==> src/include/audio_settings.svh <==
/*
  Audio sample store sizing
  Geometry of the shared sample ROM and the slot layout of one sequencer frame
*/

`ifndef AUDIO_SETTINGS_SVH
`define AUDIO_SETTINGS_SVH

// Shared sample ROM
`define ROM_DEPTH   1024
`define ROM_ADDR_W  10      // log2 of ROM_DEPTH

// Frame layout of the slot sequencer
// Slots 0 to 2 carry song0, song1 and bee
`define FRAME_SLOTS 5       // Two idle slots at the end
`define VOICE_COUNT 3

`endif

==> src/rtl/audio_pkg.sv <==
/*
  Audio sample store types
  Voice request and ROM read structs, sample payloads and the tone-table rule
*/

`include "audio_settings.svh"

package audio_pkg;

    typedef logic [`ROM_ADDR_W-1:0] romAddr_t;

    typedef logic [7:0]  sample8_t;     // song0 and bee payload
    typedef logic [15:0] sample16_t;    // song1 payload, also the ROM word

    // One voice asking for a sample inside its own region
    typedef struct packed {
        logic [15:0] index;
        logic [15:0] length;
    } voiceReq_t;

    typedef struct packed {
        voiceReq_t song0;
        voiceReq_t song1;
        voiceReq_t bee;
    } voiceReqs_t;

    // Read in flight, travels beside the ROM address
    typedef struct packed {
        logic [1:0] voice;
        logic       en;
    } romRead_t;

    // Contents of the sample ROM
    // High byte is the inverted low address byte, low byte is three times it
    function automatic sample16_t toneWord(input romAddr_t addr);
        logic [7:0] lowByte;
        logic [7:0] tripled;
        lowByte = addr[7:0];
        tripled = lowByte * 8'd3;   // Wraps modulo 256
        return {~lowByte, tripled};
    endfunction

endpackage

==> src/rtl/voiceLatch.sv <==
/*
  Voice sample latch
  Holds the latest ROM word returned for one voice and pulses on each refresh
*/

`timescale 1ns/10ps

module voiceLatch #(
    parameter type sample_t = audio_pkg::sample8_t,
    parameter int  VOICE    = 0
) (
    input  logic                 CLK_50Mhz,
    input  logic                 reset_n,
    input  audio_pkg::romRead_t  returnTag,
    input  audio_pkg::sample16_t romWord,
    output sample_t              sample,
    output logic                 update
);

    localparam int SAMPLE_W = $bits(sample_t);

    logic    hit;
    sample_t narrowWord;

    assign hit        = returnTag.en && (returnTag.voice == 2'(VOICE));
    assign narrowWord = sample_t'(romWord[SAMPLE_W-1:0]);  // 8-bit voices keep the low byte

    always_ff @(posedge CLK_50Mhz, negedge reset_n) begin
        if (!reset_n) begin
            sample <= '0;
            update <= 1'b0;
        end
        else begin
            update <= hit;      // One cycle per captured word
            if (hit) begin
                sample <= narrowWord;
            end
        end
    end

endmodule

==> config.mk <==
export PLATFORM = sky130hd
export DESIGN_NAME = voiceLatch
export DESIGN_NICKNAME = d
export VERILOG_FILES = /design/src/rtl/audio_pkg.sv /design/src/rtl/voiceLatch.sv
export VERILOG_INCLUDE_DIRS = /design/src /design/src/include
export SDC_FILE = /design/constraint.sdc
export NUM_CORES = 1
export LEC_CHECK = 0
export BUFFER_PORTS_ARGS = -buffer_cell sky130_fd_sc_hd__buf_2
export CAP_MARGIN = 0
export CORE_AREA = 2 2 39 41
export DETAILED_ROUTE_END_ITERATION = 16
export DIE_AREA = 0 0 41 43
export PLACE_DENSITY = 0.67
export SLEW_MARGIN = 5
export SYNTH_ARGS = -nofsm -noshare
export SYNTH_HDL_FRONTEND = slang
export SYNTH_SLANG_ARGS = --single-unit
==> constraint.sdc <==
create_clock -name CLK_50Mhz -period 0.8 [get_ports CLK_50Mhz]
set_clock_uncertainty 0.05 [all_clocks]
set_input_delay 0.08 -clock CLK_50Mhz [delete_from_list [all_inputs] [get_ports CLK_50Mhz]]
set_output_delay 0.08 -clock CLK_50Mhz [all_outputs]
set_load 0.005 [all_outputs]
=== Word level (Yosys, flattened, before mapping) ===
Index checks and enable logic that the tools add are counted.

* Logic and storage cells: 4
* Output and inout bits: 9
* Register bits after elaboration: 9

* Reduce and logical (&&, ||, !) cells: 2

{| class="wikitable"
|+ Operators with widths
! cell !! number
|-
| 2-bit logical NOT || 1
|-
| 1-bit logical AND || 1
|}

=== Depth between registers and ports, before layout ===
* Depth after elaboration: 2
* Gate-level depth with buffers: 3
* Gate-level depth less buffers: 2

=== Worst setup path before layout ===
OpenSTA, ideal clock, no wires.

* Kind: in2reg
* From: input port returnTag[2] (netlist bit)
* To: register sample[0] (netlist bit)
* Setup time: 0.125 ns
* Cell stages on the path: 3
* Path buffers: 1
* Setup slack: -0.093 ns
* Arrival time: 0.717 ns
* Cells stage by stage: nor3b_2 > buf_6 > mux2_4

* Cells in the longest elaborated chain, start to end: 2

{| class="wikitable"
|+ RTL lines
! what !! RTL line !! text
|-
| from (decl) || voiceLatch.sv:14 || <nowiki>input audio_pkg::romRead_t returnTag,</nowiki>
|-
| 2-bit logical NOT || voiceLatch.sv:25 || <nowiki>assign hit = returnTag.en && (returnTag.voice == 2'(VOICE));</nowiki>
|-
| 1-bit logical AND || voiceLatch.sv:25 ||
|-
| via hit || voiceLatch.sv:22 || <nowiki>logic hit;</nowiki>
|-
| to (signal assigned) || voiceLatch.sv:36 || <nowiki>sample <= narrowWord;</nowiki>
|-
| to (decl) || voiceLatch.sv:16 || <nowiki>output sample_t sample,</nowiki>
|}

The timed path passes the listed nets, and every way through them passes these cells.
A chain may end at the register's enable or synchronous reset.

=== Worst setup path after layout ===
* From: register sample[7] (netlist bit)
* To: output port sample[7] (netlist bit)

No word-level cell between the ends.

==> results.sh <==
export IMPL_run_status="finished, violations left"
export IMPL_violated_checks="setup timing"
export IMPL_synth_ff_latch_count=9
export IMPL_core_area_mm2=0.00138
export IMPL_yosys_cell_types_count=4
export IMPL_worst_ep_required_time_ns=0.67
export IMPL_setup_viol_count_final=16
export IMPL_timing_critical_path_arrival_ns=0.87
export IMPL_io_pin_count=30
export IMPL_cts_buffer_depth=2
export IMPL_grtUsageTotal_pct=9.81
export IMPL_mostFrequentLayoutCells="20 x sky130_fd_sc_hd__buf_2, 9 x sky130_fd_sc_hd__dfrtp_1, 8 x sky130_fd_sc_hd__mux2_4, 3 x sky130_fd_sc_hd__clkbuf_4, 2 x sky130_fd_sc_hd__buf_6"
export IMPL_worstSetupStartpointType="register"
export IMPL_starting_density_pct=26.7
export IMPL_clock_insertion_delay_worst_skew_ns=0.25
export IMPL_post_synth_instance_area_um2=369
export IMPL_crit_fanout=2
export IMPL_fin_area_um2=571
export IMPL_report_power_total_w=0.00123
export IMPL_path_class="reg -> out"
export IMPL_synth_largest_area_cell="sky130_fd_sc_hd__dfrtp_1"
export IMPL_number_of_pins_exceeding_their_max_slew_limit_in_the_final_report=0
export IMPL_detailedPlace_worstSlack_ns=-0.257
export IMPL_clock_tree_htree_level_count=1
export IMPL_grt_pass1_vias=267
export IMPL_grt_pass1_wl_mm=1.10
export IMPL_layout_area_overhead_vs_synth_pct=54.6
export IMPL_hold_slack_ns=0.0108
export IMPL_cts_root_buffer_cell="sky130_fd_sc_hd__clkbuf_4"
export IMPL_grt_max_degree=10
export IMPL_cells_taking_the_most_area_after_synthesis="sky130_fd_sc_hd__dfrtp_1 61%, sky130_fd_sc_hd__mux2_4 33%, sky130_fd_sc_hd__nor3b_2 3.4%, sky130_fd_sc_hd__buf_6 3.1%"
export IMPL_nets_in_the_synthesized_netlist=40
export IMPL_synth_seq_area_share_pct=61.0
export IMPL_rows=14
export IMPL_worst_hold_path_class="in -> reg"
export IMPL_tritoncts="built"
export IMPL_horiz_die_dim_um=41
export IMPL_min_period_ns=0.997
export IMPL_dieArea_mm2=0.00176
export IMPL_die_height_um=43
export IMPL_wl_per_instance_um=11.3
export IMPL_vdd_ir_drop_worst_uv=681
export IMPL_grt_overflow=0
export IMPL_layout_cells_most_common="sky130_fd_sc_hd__buf_2"
export IMPL_drt_pre_antenna_iters=4
export IMPL_final_critical_path_setup_slack_ns=-0.197
export IMPL_drc=0
export IMPL_clkSinkCount=9
export IMPL_placement_cell_area_um2=517
export IMPL_worst_slew_slack_as_a_fraction_of_its_limit_pct=86.8
export IMPL_buffer_ports_inserted=21
export IMPL_final_core_util_pct=41.2
export IMPL_initialDrtViolationCount=2
export IMPL_vias_per_std_cell=3.95
export IMPL_route_antenna_remaining_nets=0
export IMPL_wl_um=715
export IMPL_timing_final_crit_share_pct=125
export IMPL_synth_area_per_inst_um2=19.4
export IMPL_finalHoldViolCount=0
export IMPL_setup_repair_after_global_routing_missed_its_margin="true"
export IMPL_tightest_slew_ns=0.198
export IMPL_layout_nets=69
export IMPL_holdBufCountCts=1
export IMPL_number_of_antenna_violations_at_the_first_check_in_global_routing=0
export IMPL_cts_inserted_buffers=3
export IMPL_insertedDiodeCount=0
export IMPL_synthCells=19
export IMPL_dp_final_hpwl_um=573
export IMPL_crit_path_end_kind="output port"
export IMPL_gpl_final_weighted_congestion=0.598
export IMPL_cap_violations=0
export IMPL_path_clk_slew_ns=0.06
export IMPL_fmax_mhz=1000
export IMPL_synthesis_yosys_warnings=0
export IMPL_yosysTopAreaCellShare_pct=61.0
export IMPL_power_leakage_nw=0.296
export IMPL_drive_gt1_share_pct=76.6
export IMPL_route_vias_total=249
export IMPL_power_density_mw_per_mm2=2150
==> metrics by stage <==
stage / setup TNS, ns / cells
4_1_cts: -1.12 / 63
3_3_place_gp: -1.92 / 57
3_5_place_dp: -2.01 / 57
5_1_grt: -1.47 / 63
2_1_floorplan: -0.729 / 19
6_report: -1.02 / 63
==> critical path, cell delays in order, from the launching register on <==
cell and delay [ns]:
sky130_fd_sc_hd__dfrtp_1 0.40, sky130_fd_sc_hd__buf_6 0.12, sky130_fd_sc_hd__buf_6 0.10
==> flip-flops by register name (all words and copies together), names as in the netlist <==
register  cells
sample        8
update        1
==> final cells by class <==
cell class,instances,area (um^2)
repair buffers,25,160
flip-flops and latches,9,225
multi-input cells,9,139
well taps,16,20.0
fillers,139,813
clock buffers,4,26.3
==> layer usage <==
| layer | global-route usage [%] | share of wire, % | up-vias |
|---|---|---|---|
| li1 | - | - | 121 |
| met1 | 9.87 | 36 | 124 |
| met2 | 15.3 | 61 | 4 |
| met3 | 1.57 | 2.9 | 0 |
| met4 | 10.0 | 0 | 0 |
| met5 | 0 | 0 | - |
==> kinds of logic after synthesis <==
group	Yosys count	synth area share [%]
multiplexers	8	32.5
buffers and inverters	1	3.05
AND/OR/NAND/NOR	1	3.39
flip-flops	9	61.0
==> synth_stat cells <==
library cell	number
sky130_fd_sc_hd__mux2_4	8
sky130_fd_sc_hd__nor3b_2	1
sky130_fd_sc_hd__buf_6	1
sky130_fd_sc_hd__dfrtp_1	9
==> path summary, 6_finish.rpt <==
path / slack, ns / cells past startpoint / endpoint / start
min in group asynchronous: 0.17 / 2 / sample[1] / reset_n
worst max register to register: -0.15 / 2 / sample[7] / sample[7]
worst min register to register: 0.46 / 1 / sample[3] / sample[3]
worst min-delay path: 0.01 / 2 / sample[1] / romWord[1]
worst max-delay path: -0.20 / 2 / sample[7] / sample[7]
max in group asynchronous: 0.36 / 2 / sample[4] / reset_n
==> timing repair <==
item,in CTS,in global routing
setup buffers,1,0
gates resized for setup,2,0
hold endpoints to repair,9,2
endpoints found under the setup margin,17,17
==> power breakdown <==
part / internal (W) / total [W] / switching (W)
clock network: 0.000191 / 0.000328 / 0.000137
logic: 0.000227 / 0.000321 / 0.0000939
registers: 0.000535 / 0.000579 / 0.0000445
Power figures use the tool's default switching activity.
