==> config.mk <==
export PLATFORM = sky130hd
export DESIGN_NAME = slotSequencer
export DESIGN_NICKNAME = d
export VERILOG_FILES = /design/src/rtl/audio_pkg.sv /design/src/rtl/slotSequencer.sv
export VERILOG_INCLUDE_DIRS = /design/src /design/src/include
export SDC_FILE = /design/constraint.sdc
export NUM_CORES = 1
export LEC_CHECK = 0
export BUFFER_PORTS_ARGS = -buffer_cell sky130_fd_sc_hd__buf_2
export CAP_MARGIN = 20
export CORE_ASPECT_RATIO = 1.1
export CORE_MARGIN = 3
export CORE_UTILIZATION = 35
export DETAILED_ROUTE_END_ITERATION = 8
export PLACE_DENSITY = 0.7
export SKIP_LAST_GASP = 1
export SLEW_MARGIN = 20
export SYNTH_ARGS = -nofsm -noshare
export SYNTH_HDL_FRONTEND = slang
export SYNTH_SLANG_ARGS = --single-unit
==> constraint.sdc <==
create_clock -name CLK_50Mhz -period 3.7 [get_ports CLK_50Mhz]
set_input_delay 0.74 -clock CLK_50Mhz [delete_from_list [all_inputs] [get_ports CLK_50Mhz]]
set_output_delay 0.74 -clock CLK_50Mhz [all_outputs]
set_load 0.02 [all_outputs]
==> src/include/audio_settings.svh <==
/*
  Audio sample store sizing
  Geometry of the shared sample ROM and the slot layout of one sequencer frame
*/

`ifndef AUDIO_SETTINGS_SVH
`define AUDIO_SETTINGS_SVH

// Shared sample ROM
`define ROM_DEPTH   1024
`define ROM_ADDR_W  10      // log2 of ROM_DEPTH

// Frame layout of the slot sequencer
// Slots 0 to 2 carry song0, song1 and bee
`define FRAME_SLOTS 5       // Two idle slots at the end
`define VOICE_COUNT 3

`endif

==> src/rtl/audio_pkg.sv <==
/*
  Audio sample store types
  Voice request and ROM read structs, sample payloads and the tone-table rule
*/

`include "audio_settings.svh"

package audio_pkg;

    typedef logic [`ROM_ADDR_W-1:0] romAddr_t;

    typedef logic [7:0]  sample8_t;     // song0 and bee payload
    typedef logic [15:0] sample16_t;    // song1 payload, also the ROM word

    // One voice asking for a sample inside its own region
    typedef struct packed {
        logic [15:0] index;
        logic [15:0] length;
    } voiceReq_t;

    typedef struct packed {
        voiceReq_t song0;
        voiceReq_t song1;
        voiceReq_t bee;
    } voiceReqs_t;

    // Read in flight, travels beside the ROM address
    typedef struct packed {
        logic [1:0] voice;
        logic       en;
    } romRead_t;

    // Contents of the sample ROM
    // High byte is the inverted low address byte, low byte is three times it
    function automatic sample16_t toneWord(input romAddr_t addr);
        logic [7:0] lowByte;
        logic [7:0] tripled;
        lowByte = addr[7:0];
        tripled = lowByte * 8'd3;   // Wraps modulo 256
        return {~lowByte, tripled};
    endfunction

endpackage

==> src/rtl/slotSequencer.sv <==
/*
  Slot sequencer for the shared sample ROM
  Steps the frame slots, places each voice inside its region and issues the
  ROM address with a tag that follows the word back out of the ROM
*/

`timescale 1ns/10ps
`include "audio_settings.svh"

module slotSequencer (
    input  logic                  CLK_50Mhz,
    input  logic                  reset_n,
    input  audio_pkg::voiceReqs_t reqs,
    output audio_pkg::romAddr_t   romAddr,
    output audio_pkg::romRead_t   readTag,
    output audio_pkg::romRead_t   returnTag
);

    localparam int SLOT_W = $clog2(`FRAME_SLOTS);
    localparam int SUM_W  = 18;     // Two lengths plus an index never overflow

    logic [SLOT_W-1:0]    slotCount;
    audio_pkg::voiceReq_t curReq;
    logic [SUM_W-1:0]     regionBase;
    logic [SUM_W-1:0]     sampleAddr;
    logic                 voiceSlot;
    logic                 inRange;

    // Voice owning the current slot and where its region starts
    always_comb begin
        voiceSlot = (slotCount < SLOT_W'(`VOICE_COUNT));
        case (slotCount)
            SLOT_W'(0): begin
                curReq     = reqs.song0;
                regionBase = '0;
            end
            SLOT_W'(1): begin
                curReq     = reqs.song1;
                regionBase = SUM_W'(reqs.song0.length);
            end
            SLOT_W'(2): begin
                curReq     = reqs.bee;
                regionBase = SUM_W'(reqs.song0.length) + SUM_W'(reqs.song1.length);
            end
            default: begin      // Idle slots
                curReq     = '0;
                regionBase = '0;
            end
        endcase
    end

    // Range check against the voice's own length and the ROM size
    always_comb begin
        sampleAddr = regionBase + SUM_W'(curReq.index);
        inRange    = voiceSlot
                     && (curReq.index < curReq.length)
                     && (sampleAddr < SUM_W'(`ROM_DEPTH));
    end

    always_ff @(posedge CLK_50Mhz, negedge reset_n) begin
        if (!reset_n) begin
            slotCount <= '0;
            romAddr   <= '0;
            readTag   <= '0;
            returnTag <= '0;
        end
        else begin
            if (slotCount == SLOT_W'(`FRAME_SLOTS - 1)) begin
                slotCount <= '0;
            end
            else begin
                slotCount <= slotCount + 1'b1;
            end

            // Skipped reads leave the address where it was
            if (inRange) begin
                romAddr <= sampleAddr[`ROM_ADDR_W-1:0];
            end
            readTag.voice <= slotCount[1:0];
            readTag.en    <= inRange;

            returnTag <= readTag;   // Lines up with romWord
        end
    end

endmodule

Yosys cells after proc, flatten, opt, wreduce, memory -nomap -nowiden
Cells that the tools add are included.
{ "totals": {"register_bits": 19, "inputBits": 98, "word_cells": 21} }
{ "op_classes": {"addsub": 3, "magnitude_cmp": 3, "eq_ne": 3, "n_mux": 3, "n_reduce_logical": 3} }
{ "op_table": {"columns": ["operator", "n"], "rows": [
  ["$pmux 32 s3", 1],
  ["$pmux 17 s2", 1],
  ["$add 18x16->18", 1],
  ["$lt 18x11->1 const B", 1],
  ["$add 16x16->17", 1],
  ["$lt 16x16->1", 1],
  ["$add 3x1->3 const B", 1],
  ["$eq 3x1->1 const B", 1],
  ["$eq 3x2->1 const B", 1],
  ["$eq 3x3->1 const B", 1],
  ["$logic_not 3->1", 1],
  ["$lt 3x2->1 const B", 1],
  ["$mux 3", 1],
  ["$logic_and 1x1->1", 2]
]} }

Depth between registers and ports, before layout
Gate-level depths: netlist of the first run.
{ "logic_depth": {"depth_word": 5, "depth_mapped": 21, "mapped_depth_nobuf": 20} }

Worst setup path after synthesis of the first run
Ideal clock, no wire load.
{ "synth_timing": {"path_type": "input to register", "start": "input reqs[33] (netlist bit)", "end": "register romAddr[0]", "t_arrival_ps": 4076, "path_slack_ps": -501, "path_stages": 17, "n_path_buf": 1, "cell_sequence": "ha_1 > a211o_1 > a2111oi_0 > nor2_1 > nor2_1 > xor2_1 > o21ai_0 > ha_1 > nor4_1 > o21ai_0 > a41oi_1 > mux2i_1 > nand3_1 > a21oi_1 > o21ai_1 > buf_6 > mux2_4"} }
{ "synth_between": {"elab_chain_cells": 5, "elab_cells_between_ends": 8} }
{ "synth_rtl": {"columns": ["item", "line_no", "text"], "rows": [
  ["from (decl)", "slotSequencer.sv:13", "input audio_pkg::voiceReqs_t reqs,"],
  ["$add 16x16->17", "slotSequencer.sv:43", "regionBase = SUM_W'(reqs.song0.length) + SUM_W'(reqs.song1.length);"],
  ["$pmux 17 s2", "slotSequencer.sv:32", "case (slotCount)"],
  ["$add 18x16->18", "slotSequencer.sv:54", "sampleAddr = regionBase + SUM_W'(curReq.index);"],
  ["$lt 18x11->1", "slotSequencer.sv:57", "&& (sampleAddr < SUM_W'(`ROM_DEPTH));"],
  ["$logic_and 1x1->1 *", "slotSequencer.sv:55", "inRange = voiceSlot"],
  ["to (signal assigned)", "slotSequencer.sv:77", "romAddr <= sampleAddr[`ROM_ADDR_W-1:0];"],
  ["to (decl)", "slotSequencer.sv:14", "output audio_pkg::romAddr_t romAddr,"]
]} }
Mark *: on every way between the ends. The rest lies on a longest branch, timed or not.
A chain may end at the register's enable or synchronous reset.

Final worst setup path of the first run
{ "layout_timing": {"start": "input reqs[66] (netlist bit)", "end": "register romAddr[6]"} }
{ "layout_between": {"elab_chain_cells": 5, "elab_cells_between_ends": 8} }
{ "layout_rtl": {"columns": ["item", "line_no"], "rows": [
  ["$add 16x16->17", "slotSequencer.sv:43"],
  ["$pmux 17 s2", "slotSequencer.sv:32"],
  ["$add 18x16->18", "slotSequencer.sv:54"],
  ["$lt 18x11->1", "slotSequencer.sv:57"],
  ["$logic_and 1x1->1", "slotSequencer.sv:55"]
]} }
Several ways; a longest one is shown, not always the timed one.

==> results of run 1 <==
-- cell usage in the layout, fill, tap and decap left out, types with 3 or more instances in the layout --
cell,count
buf_2,108
o21ai_1,8
ha_1,43
clkbuf_8,3
a21o_1,7
mux2_4,9
xnor2_1,10
o21bai_1,4
nor2_1,11
inv_1,13
buf_6,5
xor2_1,11
a22oi_1,15
o2111ai_1,3
o21a_1,4
a222oi_1,3
a211oi_2,3
a21oi_1,33
a21oi_2,3
a211oi_1,3
nand3_1,7
o21ai_0,19
dfrtp_1,19
ha_4,5
nand2b_1,4
buf_4,87
a22o_1,18
nor3_1,6
nand2_1,58
ha_2,3
a211o_1,3
-- flip-flops by register name, summed over array words and instances, names as in the netlist --
register,cells
romAddr,10
readTag,3
slotCount,3
returnTag,3
-- cells by family (layout without fill, tap and decap cells) --
group	count (synthesis)	after routing	share of synthesized area, %
compound gates	140	140	31.8
flops	19	19	15.5
simple gates	105	105	15.3
mux	12	12	5.46
xor+xnor	21	21	5.99
buf+inv	30	224	3.91
fa+ha+maj	53	53	22.1
-- cells in the mapped netlist, types with 5 or more instances --
| cell type | instances | area share [%] |
|---|---|---|
| mux2_4 | 9 | 4.4 |
| inv_1 | 15 | 1.8 |
| dfrtp_1 | 19 | 15 |
| a22oi_1 | 15 | 3.7 |
| o21ai_0 | 28 | 4.6 |
| nor2b_1 | 5 | 1.0 |
| a22o_1 | 18 | 5.1 |
| clkbuf_1 | 10 | 1.2 |
| nand2_1 | 58 | 7.1 |
| xnor2_1 | 10 | 2.9 |
| a21oi_1 | 36 | 5.9 |
| a21o_1 | 7 | 1.7 |
| nor3_1 | 8 | 1.3 |
| nor2_1 | 12 | 1.5 |
| xor2_1 | 11 | 3.1 |
| nand3_1 | 7 | 1.1 |
| ha_1 | 51 | 21 |
-- final timing paths --
kind / slack (ps) / endpoint / startpoint
min in group asynchronous: 410 / romAddr[0] / reset_n
min reg2reg: 370 / returnTag[2] / readTag[2]
min: 370 / returnTag[2] / readTag[2]
max in group asynchronous: 3010 / readTag[1] / reset_n
max reg2reg: -190 / romAddr[6] / slotCount[1]
max: -320 / romAddr[6] / reqs[66]
-- worst max-delay path, delay by kind of cell --
family	cells	cell delay (ps)
multiplexers	1	290
AO/OA/AOI/OAI	7	1400
buffers and inverters	3	370
adder cells (fa/ha/maj)	2	610
XOR/XNOR	1	150
AND/OR/NAND/NOR	5	570
-- power by group --
group	internal [uW]	switching, uW
registers	223	9.02
logic	165	140
clock network	76.4	60.4
total	464	210
-- cell type report --
class / count / area [um^2] / share of cell area (%)
timing repair buffer: 205 / 1350 / 28.4
multi-input combinational: 331 / 2670 / 56.4
inverter: 15 / 56.3 / 1.19
clock buffer: 4 / 45.0 / 0.953
tap: 111 / 139 / 2.94
sequential: 19 / 475 / 10.1
-- stage by stage --
stage	TNS, ps	instances	cell area (um^2)	power (uW)	hold slack, ps
6_report	-3080	685	4730	673	374
5_1_grt	-4780	685	4730	713	384
4_1_cts	-3660	686	4660	666	379
3_5_place_dp	-7180	675	4440	511	364
3_3_place_gp	-6430	675	4440	505	358
2_1_floorplan	-2160	380	3110	374	419
-- what timing repair did --
item,CTS,global route
gates resized for setup,25,23
pin swaps,10,21
setup buffers,6,1
setup endpoints to repair,11,11
cloned,1,0
-- routing by layer --
metal / vias to the layer above / routed length, um / global-route usage [%]
met1: 1681 / 4360 / 25.4
met2: 97 / 4980 / 34.0
met3: 12 / 426 / 0.796
li1: 1819 / - / -
met5: - / 0 / 0
met4: 0 / 136 / 4.95
==> impl_summary.log, run 1 <==
[metrics] status: finished, violations left
[metrics] violations in the final reports: setup timing
[metrics] Routed WL per cell: 14.5 um
[metrics] die extent in y: 104 um
[metrics] row cnt: 35
[metrics] # clock sinks: 19
[metrics] total number of vias: 3,609
[metrics] delay of the slowest critical-path stage: 440 ps
[metrics] proportion of synthesized chip area in sequential cells: 15.5%
[metrics] insertion delay to the later sink of the worst-skew pair: 250 ps
[metrics] kind of capture point of the worst setup path: flip-flop
[metrics] max-cap violations: 0
[metrics] HPWL after detailed placement: 8.40 mm
[metrics] setup violators final: 11
[metrics] worst vdd rail ir drop: 0.104 mV
[metrics] worst-case setup margin in the final layout: -316 ps
[metrics] number of antenna-violating nets in the routed design: 0
[metrics] worst hold path class: reg -> reg
[metrics] DIE AREA: 9940 um^2
[metrics] number of enable flip-flop cells after synthesis: 0
[metrics] maximum clock path buffer count: 2
[metrics] htree depth: 1
[metrics] async set-reset flop share out of synthesis: 100%
[metrics] Max-slew headroom: 68.5%
[metrics] static leakage: 0.00248 uW
[metrics] number of flip-flops and latches in the synthesized netlist: 19
[metrics] total wire length after detailed routing: 9.91 mm
[metrics] Worst Path Arrival: 4150 ps
[metrics] cell area power density: 142 nW/um^2
[metrics] fraction of layout cells with a size suffix above 1: 44.6%
[metrics] CTS tree: done
[metrics] global-route wire length before repair: 15.7 mm
[metrics] count of TritonRoute iterations in the first routing pass: 5
[metrics] Worst Setup Slack post-DPL: -684 ps
[metrics] kind of critical path: in -> reg
[metrics] number of antenna diodes: 0
[metrics] clock edge transition at the registers on the reported setup and hold paths: 60 ps
[metrics] GRT overflow: 0
[metrics] routability congestion estimate from global placement: 0.880
[metrics] number of buffers added by the clock tree synthesis step: 3
[metrics] total of fill cells in the finished design: 773
[metrics] final period utilization: 109%
[metrics] global router's overall resource usage: 19.3%
[metrics] final-report hold violation count: 0
[metrics] worst setup skew after layout: 0.674 ps
[metrics] core region area: 8450 um^2
[metrics] number of top-level pins: 114
[metrics] CTS Root Buffer Type: clkbuf_8
[metrics] fin nets: 726
[metrics] Max Slew Vio Count: 0
[metrics] Warnings, synthesis: 0
[metrics] Main synth FF type: dfrtp_1
[metrics] Synthesized Nets: 531
[metrics] post-synthesis cell count: 380
[metrics] total DRC errors in the routed layout: 0
[metrics] count of port buffers added during placement: 113
[metrics] largest net degree at the start of global routing: 30
[metrics] worst-path cell with the longest stage delay: a2111oi_4
[metrics] number of distinct library cell variants in the gate-level netlist after synthesis: 47
[metrics] cell count of the worst reg-to-reg path: 15
[metrics] area growth from synthesis to layout: 53.9%
[metrics] core occupancy in the finished layout: 55.9%
[metrics] worst path required time: 3840 ps
[metrics] list of cells traversed by the critical path: buf_8 > ha_4 > o21a_1 > a2111oi_4 > o211ai_1 > nand2_1 > buf_6 > xor2_1 > o21ai_1 > ha_1 > nor3b_2 > a31oi_1 > nand3_1 > nor3_2 > nand3_1 > a21oi_2 > o21ai_4 > clkbuf_16 > mux2_4
[metrics] vias in the first global route: 3,514
[metrics] hold depth: 0
[metrics] number of antenna violations at the first check in global routing: 0
[metrics] cell area after synthesis: 3070 um^2
[metrics] maximum fanout along the worst path: 5
[metrics] cts hold-fix bufs: 0
[metrics] per-instance average area after synthesis: 8.08 um^2
[metrics] CP startpoint kind: primary input
[metrics] die width: 95.3 um
[metrics] setup repair after global routing missed its margin: yes
[metrics] cell repeated most along the worst path: nand3_1
[metrics] initial core utilization: 36.3%
[metrics] maximum achievable frequency: 249 MHz
[metrics] Iteration-0 DRC Markers: 172
[metrics] Avg Vias per Cell: 5.27
[metrics] slew at the pin closest to its max-slew limit: 473 ps
[metrics] final critical path time including I/O delays and setup: 4020 ps
Power figures use the tool's default switching activity.
==> run 2: changes to the inputs <==
--- a/config.mk
+++ b/config.mk
@@ -11,8 +11,9 @@
 export CORE_ASPECT_RATIO = 1.1
 export CORE_MARGIN = 3
 export CORE_UTILIZATION = 35
+export CTS_BUF_LIST = sky130_fd_sc_hd__clkbuf_16
 export DETAILED_ROUTE_END_ITERATION = 8
-export PLACE_DENSITY = 0.7
+export PLACE_DENSITY = 0.65
 export SKIP_LAST_GASP = 1
 export SLEW_MARGIN = 20
 export SYNTH_ARGS = -nofsm -noshare
==> run 2 against run 1 <==
The run still ends with setup timing left; final cell count shrank 0.29%; core utilization grew 0.71 points; critical path depth is the same; clock power grew 55%; sequential share of layout area shrank 0.13 points; flip-flop and latch count is the same; total power grew 11%; cell area grew 1.3%; sequential power is essentially flat; highest routed layer unchanged.
==> impl_summary.log, run 2 (synthesized netlist as in run 1, its figures left out) <==
[metrics] status: finished, violations left
[metrics] violations in the final reports: setup timing
[metrics] CTS Root Buffer Type: clkbuf_16
[metrics] largest net degree at the start of global routing: 20 (-33%)
[metrics] static leakage: 0.00250 uW (+0.75%)
[metrics] Layout Cell Area excl Fill: 4790 um^2 (+1.3%)
[metrics] total number of vias: 3,616 (+0.19%)
[metrics] # clock sinks: 19 (unchanged)
[metrics] worst hold path class: reg -> reg
[metrics] htree depth: 1 (unchanged)
[metrics] worst-case setup margin in the final layout: -333 ps (-16.2 ps)
[metrics] DIE AREA: 9940 um^2 (unchanged)
[metrics] slew at the pin closest to its max-slew limit: 477 ps (+4.50 ps)
[metrics] post-detailed-placement cell area: 4470 um^2 (+0.56%)
[metrics] setup violators final: 11 (unchanged)
[metrics] final period utilization: 109% (+0.44 points)
[metrics] Worst Path Arrival: 4160 ps (about the same)
[metrics] total wire length after detailed routing: 10.2 mm (+2.9%)
[metrics] cts hold-fix bufs: 0 (unchanged)
[metrics] cell area power density: 157 nW/um^2 (+9.9%)
[metrics] vias in the first global route: 3,461 (-1.5%)
[metrics] most frequent cells in the layout: buf_2, buf_4, nand2_1
[metrics] kind of critical path: in -> reg
[metrics] HPWL after detailed placement: 8.81 mm (+4.9%)
[metrics] worst setup skew after layout: 1.12 ps (+0.450 ps)
[metrics] Routed WL per cell: 14.9 um (+3.2%)
[metrics] final critical path time including I/O delays and setup: 4030 ps (+16.2 ps)
[metrics] Iteration-0 DRC Markers: 207 (+20%)
[metrics] global router's overall resource usage: 19.3% (+0.039 points)
[metrics] worst path required time: 3830 ps (about the same)
[metrics] CTS tree: done
[metrics] initial core utilization: 36.3% (unchanged)
[metrics] kind of capture point of the worst setup path: flip-flop
[metrics] number of antenna violations at the first check in global routing: 0 (unchanged)
[metrics] die extent in y: 104 um (unchanged)
[metrics] worst vdd rail ir drop: 0.135 mV (+29%)
[metrics] maximum fanout along the worst path: 5 (unchanged)
[metrics] maximum achievable frequency: 248 MHz (-0.40%)
[metrics] number of antenna diodes: 0 (unchanged)
[metrics] total of fill cells in the finished design: 774 (+0.13%)
[metrics] count of port buffers added during placement: 113 (unchanged)
[metrics] Max Slew Vio Count: 0 (unchanged)
[metrics] max-cap violations: 0 (unchanged)
[metrics] power consumption: 749 uW (+11%)
[metrics] fraction of layout cells with a size suffix above 1: 45.1% (+0.51 points)
[metrics] GRT overflow: 0 (unchanged)
[metrics] Sum Neg Setup Slack: -3350 ps (-270 ps)
[metrics] row cnt: 35 (unchanged)
[metrics] met2 WL post-DR: 5.22 mm (+4.8%)
[metrics] clock edge transition at the registers on the reported setup and hold paths: 50 ps (about the same)
[metrics] routed length on met1: 4.48 mm (+2.9%)
[metrics] uppermost routed layer: met4
[metrics] register bank with the most flops: romAddr
[metrics] number of top-level pins: 114 (unchanged)
[metrics] insertion delay to the later sink of the worst-skew pair: 250 ps (about the same)
[metrics] max FFs per register: 10 (unchanged)
[metrics] setup repair after global routing missed its margin: yes
[metrics] area growth from synthesis to layout: 55.9%
[metrics] global-route wire length before repair: 15.7 mm (-0.18%)
[metrics] routability congestion estimate from global placement: 0.938 (+6.6%)
[metrics] fin nets: 724 (-0.28%)
[metrics] number of buffers added by the clock tree synthesis step: 3 (unchanged)
[metrics] number of antenna-violating nets in the routed design: 0 (unchanged)
[metrics] Max-slew headroom: 68.2% (-0.30 points)
[metrics] most frequent standard cell in the layout excluding fill and tap cells: buf_2
[metrics] total DRC errors in the routed layout: 0 (unchanged)
[metrics] die width: 95.3 um (unchanged)
[metrics] core region area: 8450 um^2 (unchanged)
[metrics] Met3 Wirelength: 417 um (-2.1%)
[metrics] Avg Vias per Cell: 5.29 (+0.49%)
[metrics] count of TritonRoute iterations in the first routing pass: 5 (unchanged)
[metrics] final-report hold violation count: 0 (unchanged)
[metrics] CP startpoint kind: primary input
[metrics] maximum clock path buffer count: 2 (unchanged)
## run 2: cell types whose count changed in the layout (fill, tap and decap cells not counted), sizes merged
cell    before  now
inv         15   16
buf        204  202
clkbuf       5    4
## run 2: worst paths after layout
kind | start | endpoint | cells after the start | slack (ps)
worst min register to register | readTag[1] | returnTag[1] | 0 | 370
worst min-delay path | readTag[1] | returnTag[1] | 0 | 370
min in group asynchronous | reset_n | romAddr[1] | 1 | 420
max in group asynchronous | reset_n | returnTag[1] | 1 | 3000
worst max-delay path | reqs[33] | romAddr[6] | 19 | -330
worst max register to register | slotCount[0] | romAddr[6] | 16 | -30
## run 2: final cells by class
cell class              instances  area, um^2  area share (%)
clock buffers                   3        75.1            1.57
clock inverters                 1        3.75          0.0784
inverters                      15        56.3            1.18
multi-input cells             331        2690            56.1
flip-flops and latches         19         475            9.93
well taps                     111         139            2.90
repair buffers                203        1350            28.3
## run 2: repair_timing
action / 4_1_cts / 5_1_grt
buffers inserted: 2 / 1
cloned: 0 / 1
pin swaps: 15 / 23
endpoints found under the setup margin: 11 / 11
gates resized for setup: 17 / 30
## run 2: where the power goes
group	switching, uW	internal, uW	total (uW)
logic	144	160	304
clock network	69.2	143	213
registers	9.48	223	233
## run 2: routing by layer
layer	vias up	GRT usage (%)
li1	1813	-
met1	1710	25.7
met2	87	34.0
met3	6	0.868
met4	0	4.12
met5	-	0
## run 2: worst max-delay path, cell delays in order
cell and delay (ps):
buf_8 100, ha_4 230, a211o_1 310, a2111oi_4 370, o211ai_1 200, nand2_1 140
o2111ai_2 160, a21oi_2 180, xor2_1 150, o21ai_1 80, ha_1 290, nor3_2 100
nand3_1 110, nor3_2 170, nand3_1 110, a21oi_2 180, o21ai_4 100, clkbuf_16 170
mux2_4 290
## run 2: per-stage QoR
stage          utilization [%]  std cells  hold WS, ps  setup WS (ps)
2_1_floorplan                -        380          419           -234
3_3_place_gp              52.8        675          358           -624
3_5_place_dp              52.8        675          364           -756
4_1_cts                   54.7        681          375           -363
5_1_grt                   56.7        683          393           -519
6_report                  56.7        683          372           -333
==> run 3: changes to the inputs <==
--- a/config.mk
+++ b/config.mk
@@ -13,7 +13,7 @@
 export CORE_UTILIZATION = 35
 export CTS_BUF_LIST = sky130_fd_sc_hd__clkbuf_16
 export DETAILED_ROUTE_END_ITERATION = 8
-export PLACE_DENSITY = 0.65
+export PLACE_DENSITY = 0.63
 export SKIP_LAST_GASP = 1
 export SLEW_MARGIN = 20
 export SYNTH_ARGS = -nofsm -noshare
==> constraint.sdc (replaced) <==
create_clock -name CLK_50Mhz -period 5.1 [get_ports CLK_50Mhz]
set_input_delay 1.02 -clock CLK_50Mhz [delete_from_list [all_inputs] [get_ports CLK_50Mhz]]
set_output_delay 1.02 -clock CLK_50Mhz [all_outputs]
set_load 0.02 [all_outputs]
==> run 3 against run 2 <==
The flow now finishes without violations; non-clock buffer count decreased by 83; cell area down 20%; wire length decreased by 10%; register-to-register slack better by 830 ps; first-iteration DRC count shrank 44%; critical path depth unchanged; via count fell by 10%; total power shrank 34%; sequential power decreased by 28%; clock power fell by 26%; clock skew is 0.61 ps higher.
==> impl_summary.log, run 3 (synthesized netlist as in run 1, its figures left out) <==
[metrics] count of port buffers added during placement: 113 (unchanged)
[metrics] Routed WL per cell: 15.3 um (+2.4%)
[metrics] global-route wire length before repair: 14.5 mm (-7.8%)
[metrics] most frequent standard cell in the layout excluding fill and tap cells: buf_2
[metrics] max FFs per register: 10 (unchanged)
[metrics] worst setup skew after layout: 1.73 ps (+0.606 ps)
[metrics] final-report hold violation count: 0 (unchanged)
[metrics] Worst path depth: 19 (unchanged)
[metrics] row cnt: 35 (unchanged)
[metrics] register bank with the most flops: romAddr
[metrics] Max-slew headroom: 52.0% (-16 points)
[metrics] die width: 95.3 um (unchanged)
[metrics] Iteration-0 DRC Markers: 116 (-44%)
[metrics] worst flop-to-flop path endpoint: romAddr[3]
[metrics] insertion delay to the later sink of the worst-skew pair: 250 ps (about the same)
[metrics] footprint of the flip-flops and latches: 475 um^2 (unchanged)
[metrics] htree depth: 1 (unchanged)
[metrics] number of antenna-violating nets in the routed design: 0 (unchanged)
[metrics] final period utilization: 92.9%
[metrics] cell area power density: 129 nW/um^2 (-17%)
[metrics] R2R Path Start: slotCount[1]
[metrics] critical path endpoint: romAddr[3]
[metrics] total of fill cells in the finished design: 854 (+10%)
[metrics] delay of the slowest critical-path stage: 370 ps (about the same)
[metrics] total DRC errors in the routed layout: 0 (unchanged)
[metrics] GRT overflow: 0 (unchanged)
[metrics] post-detailed-placement cell area: 3770 um^2 (-16%)
[metrics] number of antenna diodes: 0 (unchanged)
[metrics] fin nets: 641 (-11%)
[metrics] Avg Vias per Cell: 5.40 (+2.0%)
[metrics] area growth from synthesis to layout: 25.4%
[metrics] count of TritonRoute iterations in the first routing pass: 5 (unchanged)
[metrics] core region area: 8450 um^2 (unchanged)
[metrics] category of cells accounting for the largest share of critical-path delay: compound AO/OA/AOI/OAI gates
[metrics] CP startpoint kind: primary input
[metrics] Layout Cell Area excl Fill: 3850 um^2 (-20%)
[metrics] non-filler cells, final: 600 (-12%)
[metrics] routability congestion estimate from global placement: 0.923 (-1.5%)
[metrics] total wire length after detailed routing: 9.16 mm (-10%)
[metrics] max-cap violations: 0 (unchanged)
[metrics] cell count of the worst reg-to-reg path: 16 (unchanged)
[metrics] # clock sinks: 19 (unchanged)
[metrics] CTS Root Buffer Type: clkbuf_16
[metrics] worst path required time: 5230 ps (+1400 ps)
[metrics] largest net degree at the start of global routing: 30 (+50%)
[metrics] timing startpoint of the critical path: reqs[33]
[metrics] Max Slew Vio Count: 0 (unchanged)
[metrics] HPWL after detailed placement: 7.64 mm (-13%)
[metrics] status: completed
[metrics] Sum Neg Setup Slack: 0 ps (+3350 ps)
[metrics] kind of critical path: in -> reg
[metrics] global router's overall resource usage: 17.9% (-1.4 points)
[metrics] worst-path cell with the longest stage delay: a2111oi_1
[metrics] static leakage: 0.00203 uW (-19%)
[metrics] setup violators final: 0 (-11)
[metrics] critical hold path startpoint: readTag[0]
[metrics] initial core utilization: 36.3% (unchanged)
[metrics] CTS tree: done
[metrics] number of antenna violations at the first check in global routing: 0 (unchanged)
[metrics] most frequent cells in the layout: buf_2, nand2_1, ha_1
[metrics] worst hold path class: reg -> reg
[metrics] kind of capture point of the worst setup path: flip-flop
[metrics] list of cells traversed by the critical path: buf_2 > ha_1 > a211o_1 > a2111oi_1 > buf_4 > nor2_1 > nor2_1 > xor2_1 > o21ai_0 > ha_1 > nor4_1 > o21ai_0 > a41oi_1 > mux2i_1 > nand3_1 > a21oi_1 > o21ai_1 > buf_4 > mux2_4
[metrics] die extent in y: 104 um (unchanged)
[metrics] maximum fanout along the worst path: 11 (+6)
[metrics] DIE AREA: 9940 um^2 (unchanged)
[metrics] total number of vias: 3,239 (-10%)
[metrics] Multi-input gate area: 2480 um^2 (-7.5%)
[metrics] number of top-level pins: 114 (unchanged)
[metrics] sum of buffers and inverters on the critical path: 3 (+1)
[metrics] clock edge transition at the registers on the reported setup and hold paths: 50 ps (about the same)
[metrics] maximum achievable frequency: 211 MHz
[metrics] Worst Path Arrival: 4870 ps (+710 ps)
[metrics] vias in the first global route: 3,112 (-10%)
[metrics] slew at the pin closest to its max-slew limit: 717 ps (+240 ps)
[metrics] setup slack, reg-to-reg: 800 ps (+830 ps)
[metrics] setup repair after global routing missed its margin: no
[metrics] fraction of layout cells with a size suffix above 1: 29.2% (-16 points)
[metrics] maximum clock path buffer count: 2 (unchanged)
[metrics] number of buffers added by the clock tree synthesis step: 3 (unchanged)
[metrics] worst vdd rail ir drop: 0.0886 mV (-34%)
[metrics] placed insts: 596 (-12%)
[metrics] final critical path time including I/O delays and setup: 4740 ps
[run 3: cell count changes in the layout (fill, tap and decap cells not counted), sizes merged]
cell / previous run / this run
buf: 202 / 120
clkbuf: 4 / 3
[run 3: timing repair]
action,in CTS,in global routing
resized for setup,0,1
endpoints found under the setup margin,0,1
setup buffers,0,0
hold buffers,0,0
[run 3: where the power goes]
group	switching, uW	total [uW]	internal (uW)	leakage (uW)
combinational	87.3	172	84.9	0.00174
clock	52.8	157	104	0.0000423
sequential	6.40	168	162	0.000244
[run 3: metal layers]
layer	share of wire (%)	track usage [%]
met1	46	24.5
met2	48	30.6
met3	4.5	1.16
met4	0.81	3.81
met5	0	0
[run 3: per-stage QoR]
| step | util [%] | hold slack, ps | power (uW) | setup WS [ps] |
|---|---|---|---|---|
| detailed placement | 44.6 | 359 | 342 | 151 |
| finish | 45.6 | 366 | 497 | 360 |
| CTS | 45.6 | 370 | 502 | 376 |
| global placement | 44.6 | 356 | 340 | 171 |
| global route | 45.6 | 386 | 527 | 62.6 |
| floorplan | - | 419 | 267 | 619 |
[run 3: layout make-up]
cell class | count | area share (%)
Inverter | 15 | 1.46
Clock buffer | 3 | 1.95
Timing Repair Buffer | 120 | 16.0
Tap cell | 111 | 3.61
Sequential cell | 19 | 12.3
Multi-Input combinational cell | 331 | 64.5
Clock inverter | 1 | 0.0974
[run 3: how the worst min path moves through the flow]
stage | cells past startpoint | end
final | 0 | returnTag[0]
after detailed placement | 0 | returnTag[0]
after global routing | 0 | returnTag[1]
after CTS | 0 | returnTag[0]
after floorplan | 0 | readTag[2]
after global placement | 0 | returnTag[1]
[run 3: worst register-to-register path, cell delays in order, from the launching register on]
cell and delay (ps):
dfrtp_1 430, inv_1 110, ha_1 180, nor2b_2 620, buf_4 420, a22o_1 210, a21oi_1 50, ha_1 300
a21o_1 190, a211o_1 320, a211o_1 240, o311ai_1 230, nand3_1 110, a21oi_1 170, o21ai_1 90, buf_4 200
mux2_4 310
